File: src/cache_pkg.sv
// ~~~~~~~~~~~~~~~~~~~~~~~~~~~~~~
// Cache package. Sizes, address union, bus and control
// structs and the cache controller state.
// ~~~~~~~~~~~~~~~~~~~~~~~~~~~~~~
`default_nettype none

package cache_pkg;

    localparam int word_width  = 32;
    localparam int num_lines   = 16;
    localparam int index_width = 4;
    localparam int tag_width   = 26;

    // Arbiter grant encoding.
    localparam logic [1:0] grant_none   = 2'd0;
    localparam logic [1:0] grant_icache = 2'd1;
    localparam logic [1:0] grant_dcache = 2'd2;

    // One byte address, read either as a bus word or as cache fields.
    typedef union packed {
        logic [word_width-1:0] raw;
        struct packed {
            logic [tag_width-1:0]   tag;
            logic [index_width-1:0] index;
            logic [1:0]             offset;  // Always zero, accesses are word aligned.
        } fields;
    } cache_addr_u;

    // Word request, used on the processor and the memory side alike.
    typedef struct packed {
        cache_addr_u           addr;
        logic [word_width-1:0] wdata;
        logic                  we;
    } bus_req_t;

    // Cache commands, each held as a level until ctrl_done.
    typedef struct packed {
        logic flush;
        logic clear;
    } cache_ctrl_t;

    typedef enum logic [2:0] {
        idle,
        hit_resp,
        writeback,
        fill,
        flush_walk,
        clear_walk,
        done
    } cache_state_e;

endpackage

`default_nettype wire
File: src/separate_caches.sv
// ~~~~~~~~~~~~~~~~~~~~~~~~~~~~~~
// Split L1 cache subsystem. Instruction and data cache
// behind one shared memory port.
// ~~~~~~~~~~~~~~~~~~~~~~~~~~~~~~
`timescale 1ns/1ps
`default_nettype none

module separate_caches
    import cache_pkg::*;
(
    input  logic                  CLK,
    input  logic                  arst_n,
    input  logic                  icache_req_valid,
    output logic                  icache_req_ready,
    input  bus_req_t              icache_req,
    output logic                  icache_rsp_valid,
    output logic [word_width-1:0] icache_rsp_rdata,
    input  cache_ctrl_t           icache_ctrl,
    output logic                  icache_ctrl_done,
    input  logic                  dcache_req_valid,
    output logic                  dcache_req_ready,
    input  bus_req_t              dcache_req,
    output logic                  dcache_rsp_valid,
    output logic [word_width-1:0] dcache_rsp_rdata,
    input  cache_ctrl_t           dcache_ctrl,
    output logic                  dcache_ctrl_done,
    output logic                  mem_req_valid,
    input  logic                  mem_req_ready,
    output bus_req_t              mem_req,
    input  logic                  mem_rsp_valid,
    input  logic [word_width-1:0] mem_rsp_rdata
);

    // Memory side of each cache, toward the arbiter.
    logic                  imem_req_valid;
    logic                  imem_req_ready;
    bus_req_t              imem_req;
    logic                  imem_rsp_valid;
    logic [word_width-1:0] imem_rsp_rdata;
    logic                  dmem_req_valid;
    logic                  dmem_req_ready;
    bus_req_t              dmem_req;
    logic                  dmem_rsp_valid;
    logic [word_width-1:0] dmem_rsp_rdata;

    direct_mapped_cache u_icache (
        .CLK            (CLK),
        .arst_n         (arst_n),
        .proc_req_valid (icache_req_valid),
        .proc_req_ready (icache_req_ready),
        .proc_req       (icache_req),
        .proc_rsp_valid (icache_rsp_valid),
        .proc_rsp_rdata (icache_rsp_rdata),
        .ctrl           (icache_ctrl),
        .ctrl_done      (icache_ctrl_done),
        .mem_req_valid  (imem_req_valid),
        .mem_req_ready  (imem_req_ready),
        .mem_req        (imem_req),
        .mem_rsp_valid  (imem_rsp_valid),
        .mem_rsp_rdata  (imem_rsp_rdata)
    );

    direct_mapped_cache u_dcache (
        .CLK            (CLK),
        .arst_n         (arst_n),
        .proc_req_valid (dcache_req_valid),
        .proc_req_ready (dcache_req_ready),
        .proc_req       (dcache_req),
        .proc_rsp_valid (dcache_rsp_valid),
        .proc_rsp_rdata (dcache_rsp_rdata),
        .ctrl           (dcache_ctrl),
        .ctrl_done      (dcache_ctrl_done),
        .mem_req_valid  (dmem_req_valid),
        .mem_req_ready  (dmem_req_ready),
        .mem_req        (dmem_req),
        .mem_rsp_valid  (dmem_rsp_valid),
        .mem_rsp_rdata  (dmem_rsp_rdata)
    );

    mem_arbiter u_mem_arbiter (
        .CLK              (CLK),
        .arst_n           (arst_n),
        .icache_req_valid (imem_req_valid),
        .icache_req_ready (imem_req_ready),
        .icache_req       (imem_req),
        .icache_rsp_valid (imem_rsp_valid),
        .icache_rsp_rdata (imem_rsp_rdata),
        .dcache_req_valid (dmem_req_valid),
        .dcache_req_ready (dmem_req_ready),
        .dcache_req       (dmem_req),
        .dcache_rsp_valid (dmem_rsp_valid),
        .dcache_rsp_rdata (dmem_rsp_rdata),
        .mem_req_valid    (mem_req_valid),
        .mem_req_ready    (mem_req_ready),
        .mem_req          (mem_req),
        .mem_rsp_valid    (mem_rsp_valid),
        .mem_rsp_rdata    (mem_rsp_rdata)
    );

endmodule

`default_nettype wire

File: src/mem_arbiter.sv
// ~~~~~~~~~~~~~~~~~~~~~~~~~~~~~~
// Memory arbiter. Shares one memory port between the
// instruction and data cache, data cache first.
// ~~~~~~~~~~~~~~~~~~~~~~~~~~~~~~
`timescale 1ns/1ps
`default_nettype none

module mem_arbiter
    import cache_pkg::*;
(
    input  logic                  CLK,
    input  logic                  arst_n,
    input  logic                  icache_req_valid,
    output logic                  icache_req_ready,
    input  bus_req_t              icache_req,
    output logic                  icache_rsp_valid,
    output logic [word_width-1:0] icache_rsp_rdata,
    input  logic                  dcache_req_valid,
    output logic                  dcache_req_ready,
    input  bus_req_t              dcache_req,
    output logic                  dcache_rsp_valid,
    output logic [word_width-1:0] dcache_rsp_rdata,
    output logic                  mem_req_valid,
    input  logic                  mem_req_ready,
    output bus_req_t              mem_req,
    input  logic                  mem_rsp_valid,
    input  logic [word_width-1:0] mem_rsp_rdata
);

    logic [1:0] grant;  // Held from the first request cycle until the response.
    logic [1:0] sel;
    logic       busy;   // A transfer is accepted and its response is pending.

    // With no grant held, pick combinationally so no cycle is lost.
    always_comb begin
        sel = grant;
        if (grant == grant_none) begin
            if (dcache_req_valid) begin
                sel = grant_dcache;
            end else if (icache_req_valid) begin
                sel = grant_icache;
            end
        end
    end

    assign mem_req_valid = !busy && (((sel == grant_dcache) && dcache_req_valid) ||
                                     ((sel == grant_icache) && icache_req_valid));
    assign mem_req       = (sel == grant_icache) ? icache_req : dcache_req;

    assign icache_req_ready = !busy && mem_req_ready && (sel == grant_icache);
    assign dcache_req_ready = !busy && mem_req_ready && (sel == grant_dcache);

    // Read data goes to both; only the granted side sees the valid pulse.
    assign icache_rsp_valid = mem_rsp_valid && (grant == grant_icache);
    assign dcache_rsp_valid = mem_rsp_valid && (grant == grant_dcache);
    assign icache_rsp_rdata = mem_rsp_rdata;
    assign dcache_rsp_rdata = mem_rsp_rdata;

    always_ff @(posedge CLK or negedge arst_n) begin
        if (!arst_n) begin
            grant <= grant_none;
            busy  <= 1'b0;
        end else if (mem_rsp_valid) begin
            grant <= grant_none;
            busy  <= 1'b0;
        end else begin
            if (mem_req_valid) begin
                grant <= sel;  // Keeps the grant through memory back-pressure.
            end
            if (mem_req_valid && mem_req_ready) begin
                busy <= 1'b1;
            end
        end
    end

    // A grant once given stays with its cache until the response.
    a_grant_held: assert property (@(posedge CLK) disable iff (!arst_n)
        (grant != grant_none) && !mem_rsp_valid |=> grant == $past(grant));

    a_rsp_granted: assert property (@(posedge CLK) disable iff (!arst_n)
        mem_rsp_valid |-> (grant != grant_none) && busy);

endmodule

`default_nettype wire

File: src/direct_mapped_cache.sv
// ~~~~~~~~~~~~~~~~~~~~~~~~~~~~~~
// Direct-mapped write-back cache, 16 one-word lines,
// with miss handling, flush walk and clear walk.
// ~~~~~~~~~~~~~~~~~~~~~~~~~~~~~~
`timescale 1ns/1ps
`default_nettype none

module direct_mapped_cache
    import cache_pkg::*;
(
    input  logic                  CLK,
    input  logic                  arst_n,
    input  logic                  proc_req_valid,
    output logic                  proc_req_ready,
    input  bus_req_t              proc_req,
    output logic                  proc_rsp_valid,
    output logic [word_width-1:0] proc_rsp_rdata,
    input  cache_ctrl_t           ctrl,
    output logic                  ctrl_done,
    output logic                  mem_req_valid,
    input  logic                  mem_req_ready,
    output bus_req_t              mem_req,
    input  logic                  mem_rsp_valid,
    input  logic [word_width-1:0] mem_rsp_rdata
);

    cache_state_e state;
    bus_req_t     req_q;                    // The one request in flight.
    logic [index_width-1:0] walk_idx;
    logic         mem_wait;                 // Memory request accepted, response pending.

    logic [num_lines-1:0]  valid_q;
    logic [num_lines-1:0]  dirty_q;
    logic [tag_width-1:0]  tag_mem  [num_lines];
    logic [word_width-1:0] data_mem [num_lines];

    logic [index_width-1:0] in_idx;
    logic [index_width-1:0] req_idx;
    logic [index_width-1:0] line_idx;
    logic accept;
    logic hit;
    logic victim_dirty;
    logic walk_dirty;
    logic walk_last;

    logic                   line_wr_en;
    logic [index_width-1:0] line_wr_idx;
    logic [tag_width-1:0]   line_wr_tag;
    logic [word_width-1:0]  line_wr_data;

    assign in_idx       = proc_req.addr.fields.index;
    assign req_idx      = req_q.addr.fields.index;
    assign line_idx     = (state == flush_walk) ? walk_idx : req_idx;
    assign hit          = valid_q[in_idx] && (tag_mem[in_idx] == proc_req.addr.fields.tag);
    assign victim_dirty = valid_q[in_idx] && dirty_q[in_idx];
    assign walk_dirty   = valid_q[walk_idx] && dirty_q[walk_idx];
    assign walk_last    = (walk_idx == index_width'(num_lines - 1));

    // Commands take the cache away from the processor while they run.
    assign proc_req_ready = (state == idle) && !ctrl.flush && !ctrl.clear;
    assign accept         = proc_req_valid && proc_req_ready;
    assign proc_rsp_valid = (state == hit_resp);
    assign proc_rsp_rdata = data_mem[req_idx];
    assign ctrl_done      = (state == done);

    always_comb begin
        mem_req_valid = 1'b0;
        if (!mem_wait) begin
            mem_req_valid = (state == writeback) || (state == fill) ||
                            ((state == flush_walk) && walk_dirty);
        end
    end

    // Victim address is rebuilt from the stored tag and the line index.
    always_comb begin
        mem_req.we    = (state != fill);
        mem_req.wdata = data_mem[line_idx];
        if (state == fill) begin
            mem_req.addr = req_q.addr;
        end else begin
            mem_req.addr.fields.tag    = tag_mem[line_idx];
            mem_req.addr.fields.index  = line_idx;
            mem_req.addr.fields.offset = 2'b00;
        end
    end

    // A line is one word, so a write miss installs the line whole.
    always_comb begin
        line_wr_en   = 1'b0;
        line_wr_idx  = req_idx;
        line_wr_tag  = req_q.addr.fields.tag;
        line_wr_data = req_q.wdata;
        if (accept && proc_req.we && (hit || !victim_dirty)) begin
            line_wr_en   = 1'b1;
            line_wr_idx  = in_idx;
            line_wr_tag  = proc_req.addr.fields.tag;
            line_wr_data = proc_req.wdata;
        end else if (mem_rsp_valid && (state == writeback) && req_q.we) begin
            line_wr_en = 1'b1;
        end else if (mem_rsp_valid && (state == fill)) begin
            line_wr_en   = 1'b1;
            line_wr_data = mem_rsp_rdata;
        end
    end

    always_ff @(posedge CLK) begin
        if (accept) begin
            req_q <= proc_req;
        end
        if (line_wr_en) begin
            tag_mem[line_wr_idx]  <= line_wr_tag;
            data_mem[line_wr_idx] <= line_wr_data;
        end
    end

    always_ff @(posedge CLK or negedge arst_n) begin
        if (!arst_n) begin
            state    <= idle;
            valid_q  <= '0;
            dirty_q  <= '0;
            walk_idx <= '0;
            mem_wait <= 1'b0;
        end else begin
            if (mem_req_valid && mem_req_ready) begin
                mem_wait <= 1'b1;
            end
            if (mem_rsp_valid) begin
                mem_wait <= 1'b0;
            end
            case (state)
                idle: begin
                    walk_idx <= '0;
                    if (ctrl.clear) begin
                        state <= clear_walk;
                    end else if (ctrl.flush) begin
                        state <= flush_walk;
                    end else if (accept) begin
                        if (!hit && victim_dirty) begin
                            state <= writeback;
                        end else if (hit || proc_req.we) begin
                            state <= hit_resp;
                        end else begin
                            state <= fill;
                        end
                    end
                end
                hit_resp: state <= idle;
                writeback: begin
                    if (mem_rsp_valid) begin
                        dirty_q[req_idx] <= 1'b0;
                        state <= req_q.we ? hit_resp : fill;
                    end
                end
                fill: begin
                    if (mem_rsp_valid) begin
                        state <= hit_resp;
                    end
                end
                flush_walk: begin
                    if (walk_dirty) begin
                        if (mem_rsp_valid) begin
                            dirty_q[walk_idx] <= 1'b0;  // Line stays valid, now clean.
                        end
                    end else if (walk_last) begin
                        state <= done;
                    end else begin
                        walk_idx <= walk_idx + 1'b1;
                    end
                end
                clear_walk: begin
                    valid_q[walk_idx] <= 1'b0;
                    dirty_q[walk_idx] <= 1'b0;
                    walk_idx <= walk_idx + 1'b1;
                    if (walk_last) begin
                        state <= done;
                    end
                end
                done: begin
                    if (!ctrl.flush && !ctrl.clear) begin
                        state <= idle;
                    end
                end
                default: state <= idle;
            endcase
            if (line_wr_en) begin
                valid_q[line_wr_idx] <= 1'b1;
                dirty_q[line_wr_idx] <= (state != fill);  // A fill leaves the line clean.
            end
        end
    end

    // A response only ends an accepted request or a finished memory transfer.
    a_rsp_after_req: assert property (@(posedge CLK) disable iff (!arst_n)
        proc_rsp_valid |-> $past(accept || mem_rsp_valid));

    a_mem_req_stable: assert property (@(posedge CLK) disable iff (!arst_n)
        mem_req_valid && !mem_req_ready |=> $stable(mem_req));

endmodule

`default_nettype wire

File: config.mk
export PLATFORM = sky130hd
export DESIGN_NAME = separate_caches
export DESIGN_NICKNAME = d
export VERILOG_FILES = /design/src/cache_pkg.sv /design/src/separate_caches.sv /design/src/mem_arbiter.sv /design/src/direct_mapped_cache.sv
export SDC_FILE = /design/constraint.sdc
export NUM_CORES = 2
export LEC_CHECK = 0
export BUFFER_PORTS_ARGS = -buffer_cell sky130_fd_sc_hd__buf_2
export CAP_MARGIN = 30
export CORE_ASPECT_RATIO = 1.5
export CORE_MARGIN = 2
export CORE_UTILIZATION = 52
export CTS_CLUSTER_DIAMETER = 200
export DETAILED_ROUTE_END_ITERATION = 6
export GPL_ROUTABILITY_DRIVEN = 0
export GPL_TIMING_DRIVEN = 1
export PLACE_DENSITY_LB_ADDON = 0.05
export SLEW_MARGIN = 40
export SYNTH_ARGS = -nofsm -noshare
export SYNTH_HDL_FRONTEND = slang
export SYNTH_SLANG_ARGS = --single-unit
File: constraint.sdc
create_clock -name CLK -period 8.2 [get_ports CLK]
set_input_delay 0.41 -clock CLK [delete_from_list [all_inputs] [get_ports CLK]]
set_output_delay 0.41 -clock CLK [all_outputs]
set_load 0.01 [all_outputs]
## Word-level counts from Yosys, hierarchy flattened

Memory sizes are Yosys's and may differ from the RTL's. A register that Yosys moved wholly into a read port is not among the register bits.
Index checks and enable logic that the tools add are counted.

| storage, ports and cells | value |
|---|---|
| memories kept | 4 |
| word-level logic and storage cells | 274 |
| register bits | 213 |
| RAM bits | 1856 |

| operators by class | value |
|---|---|
| bitwise operators | 12 |
| add/subtract/negate cells | 2 |
| order comparisons | 14 |
| reduce and logical (&&, ||, !) cells | 76 |
| mux-type cells | 114 |
| eq/ne operators | 34 |

Memories:

| memory | depth | width | read ports | clocked after Yosys merged registers in | write ports | line | RTL |
|---|---|---|---|---|---|---|---|
| u_dcache.data_mem | 16 | 32 | 2 | 1 | 1 | direct_mapped_cache.sv:35 | `logic [word_width-1:0] data_mem [num_lines];` |
| u_icache.data_mem | 16 | 32 | 2 | 1 | 1 | direct_mapped_cache.sv:35 |  |
| u_dcache.tag_mem | 16 | 26 | 2 | 0 | 1 | direct_mapped_cache.sv:34 | `logic [tag_width-1:0] tag_mem [num_lines];` |
| u_icache.tag_mem | 16 | 26 | 2 | 0 | 1 | direct_mapped_cache.sv:34 |  |

Operator list:

| operator | count |
|---|---|
| 32-bit 2-to-1 mux | 8 |
| 16-bit 2-to-1 mux | 12 |
| 16-bit AND | 6 |
| 16-bit one-hot mux with 3 select lines | 2 |
| 65-bit 2-to-1 mux | 1 |
| 16-bit NOT | 4 |
| 3-bit 2-to-1 mux | 18 |
| 26-bit == test | 2 |
| 26-bit 2-to-1 mux | 2 |
| 1-bit logical AND | 45 |
| 4-bit by 5-bit < comparator with 1-bit output (second input constant) | 8 |
| 4-bit 2-to-1 mux | 10 |
| 3-bit one-hot mux with 6 select lines | 2 |
| 1-bit binary-select mux with 4-bit select | 8 |
| 16-bit bitwise mux | 2 |
| 1-bit 2-to-1 mux | 32 |
| 16-bit OR | 2 |
| 1-bit demux with 4-bit select | 6 |
| 4-bit by 1-bit >= comparator with 1-bit output (second input constant) | 6 |
| 4-bit one-hot mux with 3 select lines | 2 |
| 3-bit == test (second input constant) | 6 |
| 2-bit 2-to-1 mux | 9 |
| 3-bit by 2-bit == test with 1-bit output (second input constant) | 4 |
| 2-bit by 1-bit != test with 1-bit output (second input constant) | 6 |
| other kinds (16) | 49 |

## Depth between registers and ports, before layout

| logic depth | value |
|---|---|
| depth in word-level cells | 16 |
| gate-level depth with buffers | 19 |

## Hierarchy

Synthesis repeated with hierarchy kept, for this count alone.

| second synthesis, totals | value |
|---|---|
| cells, all modules | 5635 |
| area, all modules | 99326.5 sq um |

By module, submodules not included:

| module | area each (sq um) | cells an instance | seq. area each (sq um) | times used |
|---|---|---|---|---|
| direct_mapped_cache (u_icache) | 48969.5 | 2713 | 30899.6 | 1 |
| direct_mapped_cache (u_dcache) | 48894.4 | 2764 | 30899.6 | 1 |
| mem_arbiter | 1462.7 | 158 | 75.1 | 1 |

## Worst setup path after synthesis

OpenSTA, ideal clock, no wires.

| timing path | value |
|---|---|
| path type | input to register |
| start | in icache_req[36] (netlist name) |
| end | reg u_icache.dirty_q[0] |
| library setup time | 335 ps |
| required time | 7865 ps |
| buffers on the path | 5 |
| slack | 214 ps |
| stages | 14 |
| arrival time | 7651 ps |
| path through | buf_4 -> buf_4 -> buf_2 -> buf_2 -> mux4_2 -> mux2i_1 -> o2111ai_1 -> a21oi_1 -> nand4_1 -> or4_1 -> a2111o_1 -> buf_4 -> o21ai_0 -> mux2i_1 |

| between the ends | value |
|---|---|
| cells in the longest elaborated chain, start to end | 13 |

RTL lines:

| element | line | RTL |
|---|---|---|
| start, declared | separate_caches.sv:15 | `input bus_req_t icache_req,` |
| branches (longest 12 deep; another with memory 16 x 26 bit) | n/a |  |
| 16-bit 2-to-1 mux * | direct_mapped_cache.sv:185 | `if (line_wr_en) begin` |
| end signal, assigned by index | direct_mapped_cache.sv:187 | `dirty_q[line_wr_idx] <= (state != fill);` |
| end, declared | direct_mapped_cache.sv:33 | `logic [num_lines-1:0] dirty_q;` |

Every way passes the cells marked *. The select of a mux whose other input is x is not followed.
A chain may end at the register's enable or synchronous reset.

==> implementation parameters <==
Parameter                              Value

Hold path
  Cell count of the worst hold path    5
  End of the worst hold path    u_icache.state[0]
  Worst Hold Class    input port to flip-flop
  Worst hold path startpoint    icache_req_valid

Drt
  Final routed DRC violation total    0
  Pre-Repair DR Iteration Count    5
  Total number of vias    roughly 66000
  Wire length reported by the detailed router    about 330000 microns
  Post-DR wirelength/cell    34.7 microns
  Antenna-violating nets left    0
  Number of DRC markers after the initial detailed-route iteration    around 9300
  Number of vias per cell after detailed routing    slightly below 7

Pwr
  Portion of total power attributed to the clock network    between 30% and 40%
  Portion of total power attributed to sequential cells    39.0%
  Pwr dens    between 200 and 300 nW/um^2
  Comb power frac    29.6%
  Post-route total power    30.7 mW
  Switching power    roughly 10 mW
  Worst vdd ir    ~0.00033 V
  Switching Share    32.8%
  Internal power summed over all cells    around 21 mW
  Standby leakage power    37.8 nW

Setup path
  Critical path data required time    a little under 8 ns
  Crit Path Category    flip-flop to output pin
  Critical path data arrival time    5.73 ns
  Setup slack of the worst register-to-register path    roughly 2.7 ns
  FF-to-FF End    u_icache.tag_mem[2][12]
  Worst r2r path cells    11
  Crit Path Max Fanout    52
  Sort of element at the end of the critical path    output pin
  Type of origin of the critical path    flip-flop
  RR Startpoint    u_icache.tag_mem[11][0]

Finish
  Count of filler cells inserted in the layout    approximately 14000
  Layout-stage area growth over the synthesis result    13.7%
  Proportion of layout cells with a drive suffix above 1    26.7%
  Post-layout nets    between 7000 and 8000
  Final std cells w/o fill    around 9500
  Sequential standard cell area    61900 sq um
  Area taken by multi-input logic gates    36000 sq um

STA
  Worst hold margin    0.0683 ns
  Unrepaired setup endpoints after global routing    false
  Setup Viol. Count Final    0
  Part of the cycle the worst path needs    between 70% and 80%
  Hold Violations, Final    0
  Final Max Tran Viols    0
  Maximum achievable frequency    around 160 MHz
  Pin slew with the least headroom to its limit    ~1.0 ns
  Final critical-path required period    about 6.1 ns
  Setup Total Neg Slack    0 ns
  Skew final    0.0534 ns
  Slew HR    32.7%

Synthesis
  Synthesized-area fraction occupied by adder cells    less than 1%
  Post-Syn Nets    between 6000 and 7000
  Number of flip-flops and latches in the synthesized netlist    2077
  Area fraction of the dominant cell type after synthesis    ~60%
  Sequential share of the synthesized area    approximately 62%
  Primary FF master, synth    sky130_fd_sc_hd__edfxtp_1
  Count of cell types in the netlist    between 70 and 80
  Netlist Area Pre-Place    99500 sq um
  Post-synthesis simple-gate area fraction    a little under a tenth
  Cell with the most instances after synthesis    sky130_fd_sc_hd__edfxtp_1
  Share of flip-flops with an asynchronous set or reset    approximately 4.0%
  Synth Area in Compound Gates    roughly 4.4%
  Count of flip-flops with a built-in enable after synthesis    approximately 2000
  Xor/xnor cell area share of the yosys netlist    less than 1%
  Cell type contributing the most total cell area after synthesis    sky130_fd_sc_hd__edfxtp_1
  Main combinational cell family by area after synthesis    multiplexers
  Fraction of synthesized area in multiplexers    a little over a fifth
  Biggest area contributors in the synthesized netlist    sky130_fd_sc_hd__edfxtp_1 (60%), sky130_fd_sc_hd__mux4_2 (18%), sky130_fd_sc_hd__nand2_1 (4.8%)
  Synth Instances    about 6600
  Mean instance size in the synthesized netlist    between 15 and 20 sq um
  Ranking of synthesized cells by instance count    sky130_fd_sc_hd__edfxtp_1 (1986), sky130_fd_sc_hd__nand2_1 (1272), sky130_fd_sc_hd__mux4_2 (779)
  Yosys Warn Count    0

Place
  Placed Instances    9026
  DPL Wire Length    around 200000 microns
  IO buf count    307

GRT
  Largest net degree at the start of global routing    155
  Number of antenna violations at the first check in global routing    37
  Vias in the first global route    65600
  Remaining global-route overflow    0
  Gr usage total    approximately a third
  First-pass GRT wire length    ~470000 microns

Floorplanning
  Total die area    195000 sq um
  X dimension of the die    361 microns
  Cell Rows    roughly 200
  Die height    ~540 microns
  Num ports    between 300 and 400
  Starting Density    between 50% and 60%
  Area of the core    about 190000 sq um

Clock tree
  Clk_lat worst skew    approximately 0.86 ns
  Post-CTS setup repair buffer count    0
  Maximum clock insertion buffer count    4
  H-tree depth    4
  TritonCTS clock tree    done
  Clk slew on worst S/H paths    about 0.07 ns
  Number of buffers created by CTS    between 200 and 250
  Cell at the root of the clock tree    sky130_fd_sc_hd__clkbuf_16
  Post-CTS resize count    0
  Total clock sinks    between 2000 and 2500

Run
  Max-cap violations    0

Run status
  Run status    complete, no violations
power groups by stage:
stage | Combinational [mW] | Clock, mW | Sequential [mW]
global placement | 8.73 | 0 | 12.2
detailed placement | 8.88 | 0 | 12.2
floorplan | 5.45 | 0 | 12.1
global route | 9.58 | 10.1 | 12.0
CTS | 8.97 | 9.73 | 12.0
finish | 9.09 | 9.65 | 12.0
how the worst max path moves through the flow:
stage                 startpoint                        to  slack [ns]  depth (start not counted)
2_1_floorplan     icache_req[36]       u_icache.dirty_q[0]        0.21                         14
3_3_place_gp      icache_req[36]  u_icache.data_mem[9][17]        1.71                         10
3_5_place_dp      icache_req[36]   u_icache.tag_mem[9][11]        1.92                         12
4_1_cts        u_icache.state[0]               mem_req[52]        1.99                         12
5_1_grt        u_dcache.state[1]               mem_req[22]        1.65                         13
6_report       u_dcache.state[1]               mem_req[22]        2.06                         13
logic make-up (layout without fill, tap and decap cells):
kind of cell | after synthesis | in the layout
multiplexers | 1098 | 1098
AND/OR/NAND/NOR | 2156 | 2156
XOR/XNOR | 68 | 68
buffers and inverters | 538 | 1034
other | 0 | 9
flip-flops | 2077 | 2077
adder cells (fa/ha/maj) | 8 | 8
AO/OA/AOI/OAI | 609 | 609
registers in the layout (all words and copies together) (netlist names), 4 cells and up, named ones only:
register           flops
u_dcache.req_q        61
u_dcache.req_idx       4
u_dcache.walk_idx      4
u_dcache.valid_q      16
u_icache.valid_q      16
u_icache.req_q        61
u_icache.dirty_q      16
u_dcache.tag_mem     416
u_icache.tag_mem     416
u_icache.walk_idx      4
u_dcache.data_mem    512
u_icache.req_idx       4
u_dcache.dirty_q      16
u_icache.data_mem    512
final cells by class:
cell class	instances	area share, %
Sequential cell	2077	54.7
Inverter	33	0.156
Tap cell	2475	2.74
Timing Repair Buffer	636	4.62
Antenna cell	9	0.0199
Clock buffer	245	4.71
Multi-Input combinational cell	3939	31.8
Clock inverter	120	1.25
per-stage QoR:
stage / setup slack (ns) / util, % / cell area, sq um
floorplan: 0.214 / - / 99500
global placement: 1.71 / 55.0 / 104000
detailed placement: 1.92 / 55.3 / 105000
CTS: 1.99 / 59.5 / 113000
global route: 1.65 / 59.5 / 113000
finish: 2.06 / 59.6 / 113000
layout by cell type, fill, tap and decap left out, types with 32 or more instances in the layout:
cell                               n
sky130_fd_sc_hd__a21oi_1         114
sky130_fd_sc_hd__a311oi_1        153
sky130_fd_sc_hd__a31o_2           34
sky130_fd_sc_hd__a31oi_1          46
sky130_fd_sc_hd__and3_1           89
sky130_fd_sc_hd__buf_12           57
sky130_fd_sc_hd__buf_2           303
sky130_fd_sc_hd__buf_4           122
sky130_fd_sc_hd__clkbuf_1         37
sky130_fd_sc_hd__clkbuf_16       207
sky130_fd_sc_hd__clkinv_1         39
sky130_fd_sc_hd__dfrtp_1          83
sky130_fd_sc_hd__dlygate4sd3_1   131
sky130_fd_sc_hd__edfxtp_1       1986
sky130_fd_sc_hd__mux2_2          173
sky130_fd_sc_hd__mux2i_1         115
sky130_fd_sc_hd__mux4_2          779
sky130_fd_sc_hd__nand2_1        1272
sky130_fd_sc_hd__nand2b_1         36
sky130_fd_sc_hd__nand3_1         592
sky130_fd_sc_hd__nor2_1           78
sky130_fd_sc_hd__o21ai_0          72
sky130_fd_sc_hd__o31ai_1          32
sky130_fd_sc_hd__xnor2_1          44
critical path, stage by stage, from the launching register on:
cell,delay [ns]
sky130_fd_sc_hd__dfrtp_1,0.49
sky130_fd_sc_hd__nand2b_1,0.53
sky130_fd_sc_hd__nor2_1,0.35
sky130_fd_sc_hd__buf_4,0.29
sky130_fd_sc_hd__mux2i_4,0.48
sky130_fd_sc_hd__buf_6,0.25
sky130_fd_sc_hd__buf_12,0.38
sky130_fd_sc_hd__buf_16,0.37
sky130_fd_sc_hd__buf_4,0.41
sky130_fd_sc_hd__mux4_2,0.57
sky130_fd_sc_hd__nand2_1,0.08
sky130_fd_sc_hd__nand3_1,0.08
sky130_fd_sc_hd__a31o_2,0.30
sky130_fd_sc_hd__buf_2,0.15
metal layers:
metal | part of all wire, % | wire length, microns | global-route usage, %
met1 | 37 | 123000 | 45.1
met2 | 48 | 159000 | 54.3
met3 | 10 | 33200 | 6.88
met4 | 4.4 | 14400 | 13.4
met5 | 0.081 | 267 | 0
what timing repair did:
action,4_1_cts,5_1_grt
hold buffers,132,0
setup endpoints to repair,0,0
endpoints found under the hold margin,214,0
Power figures use the tool's default switching activity.
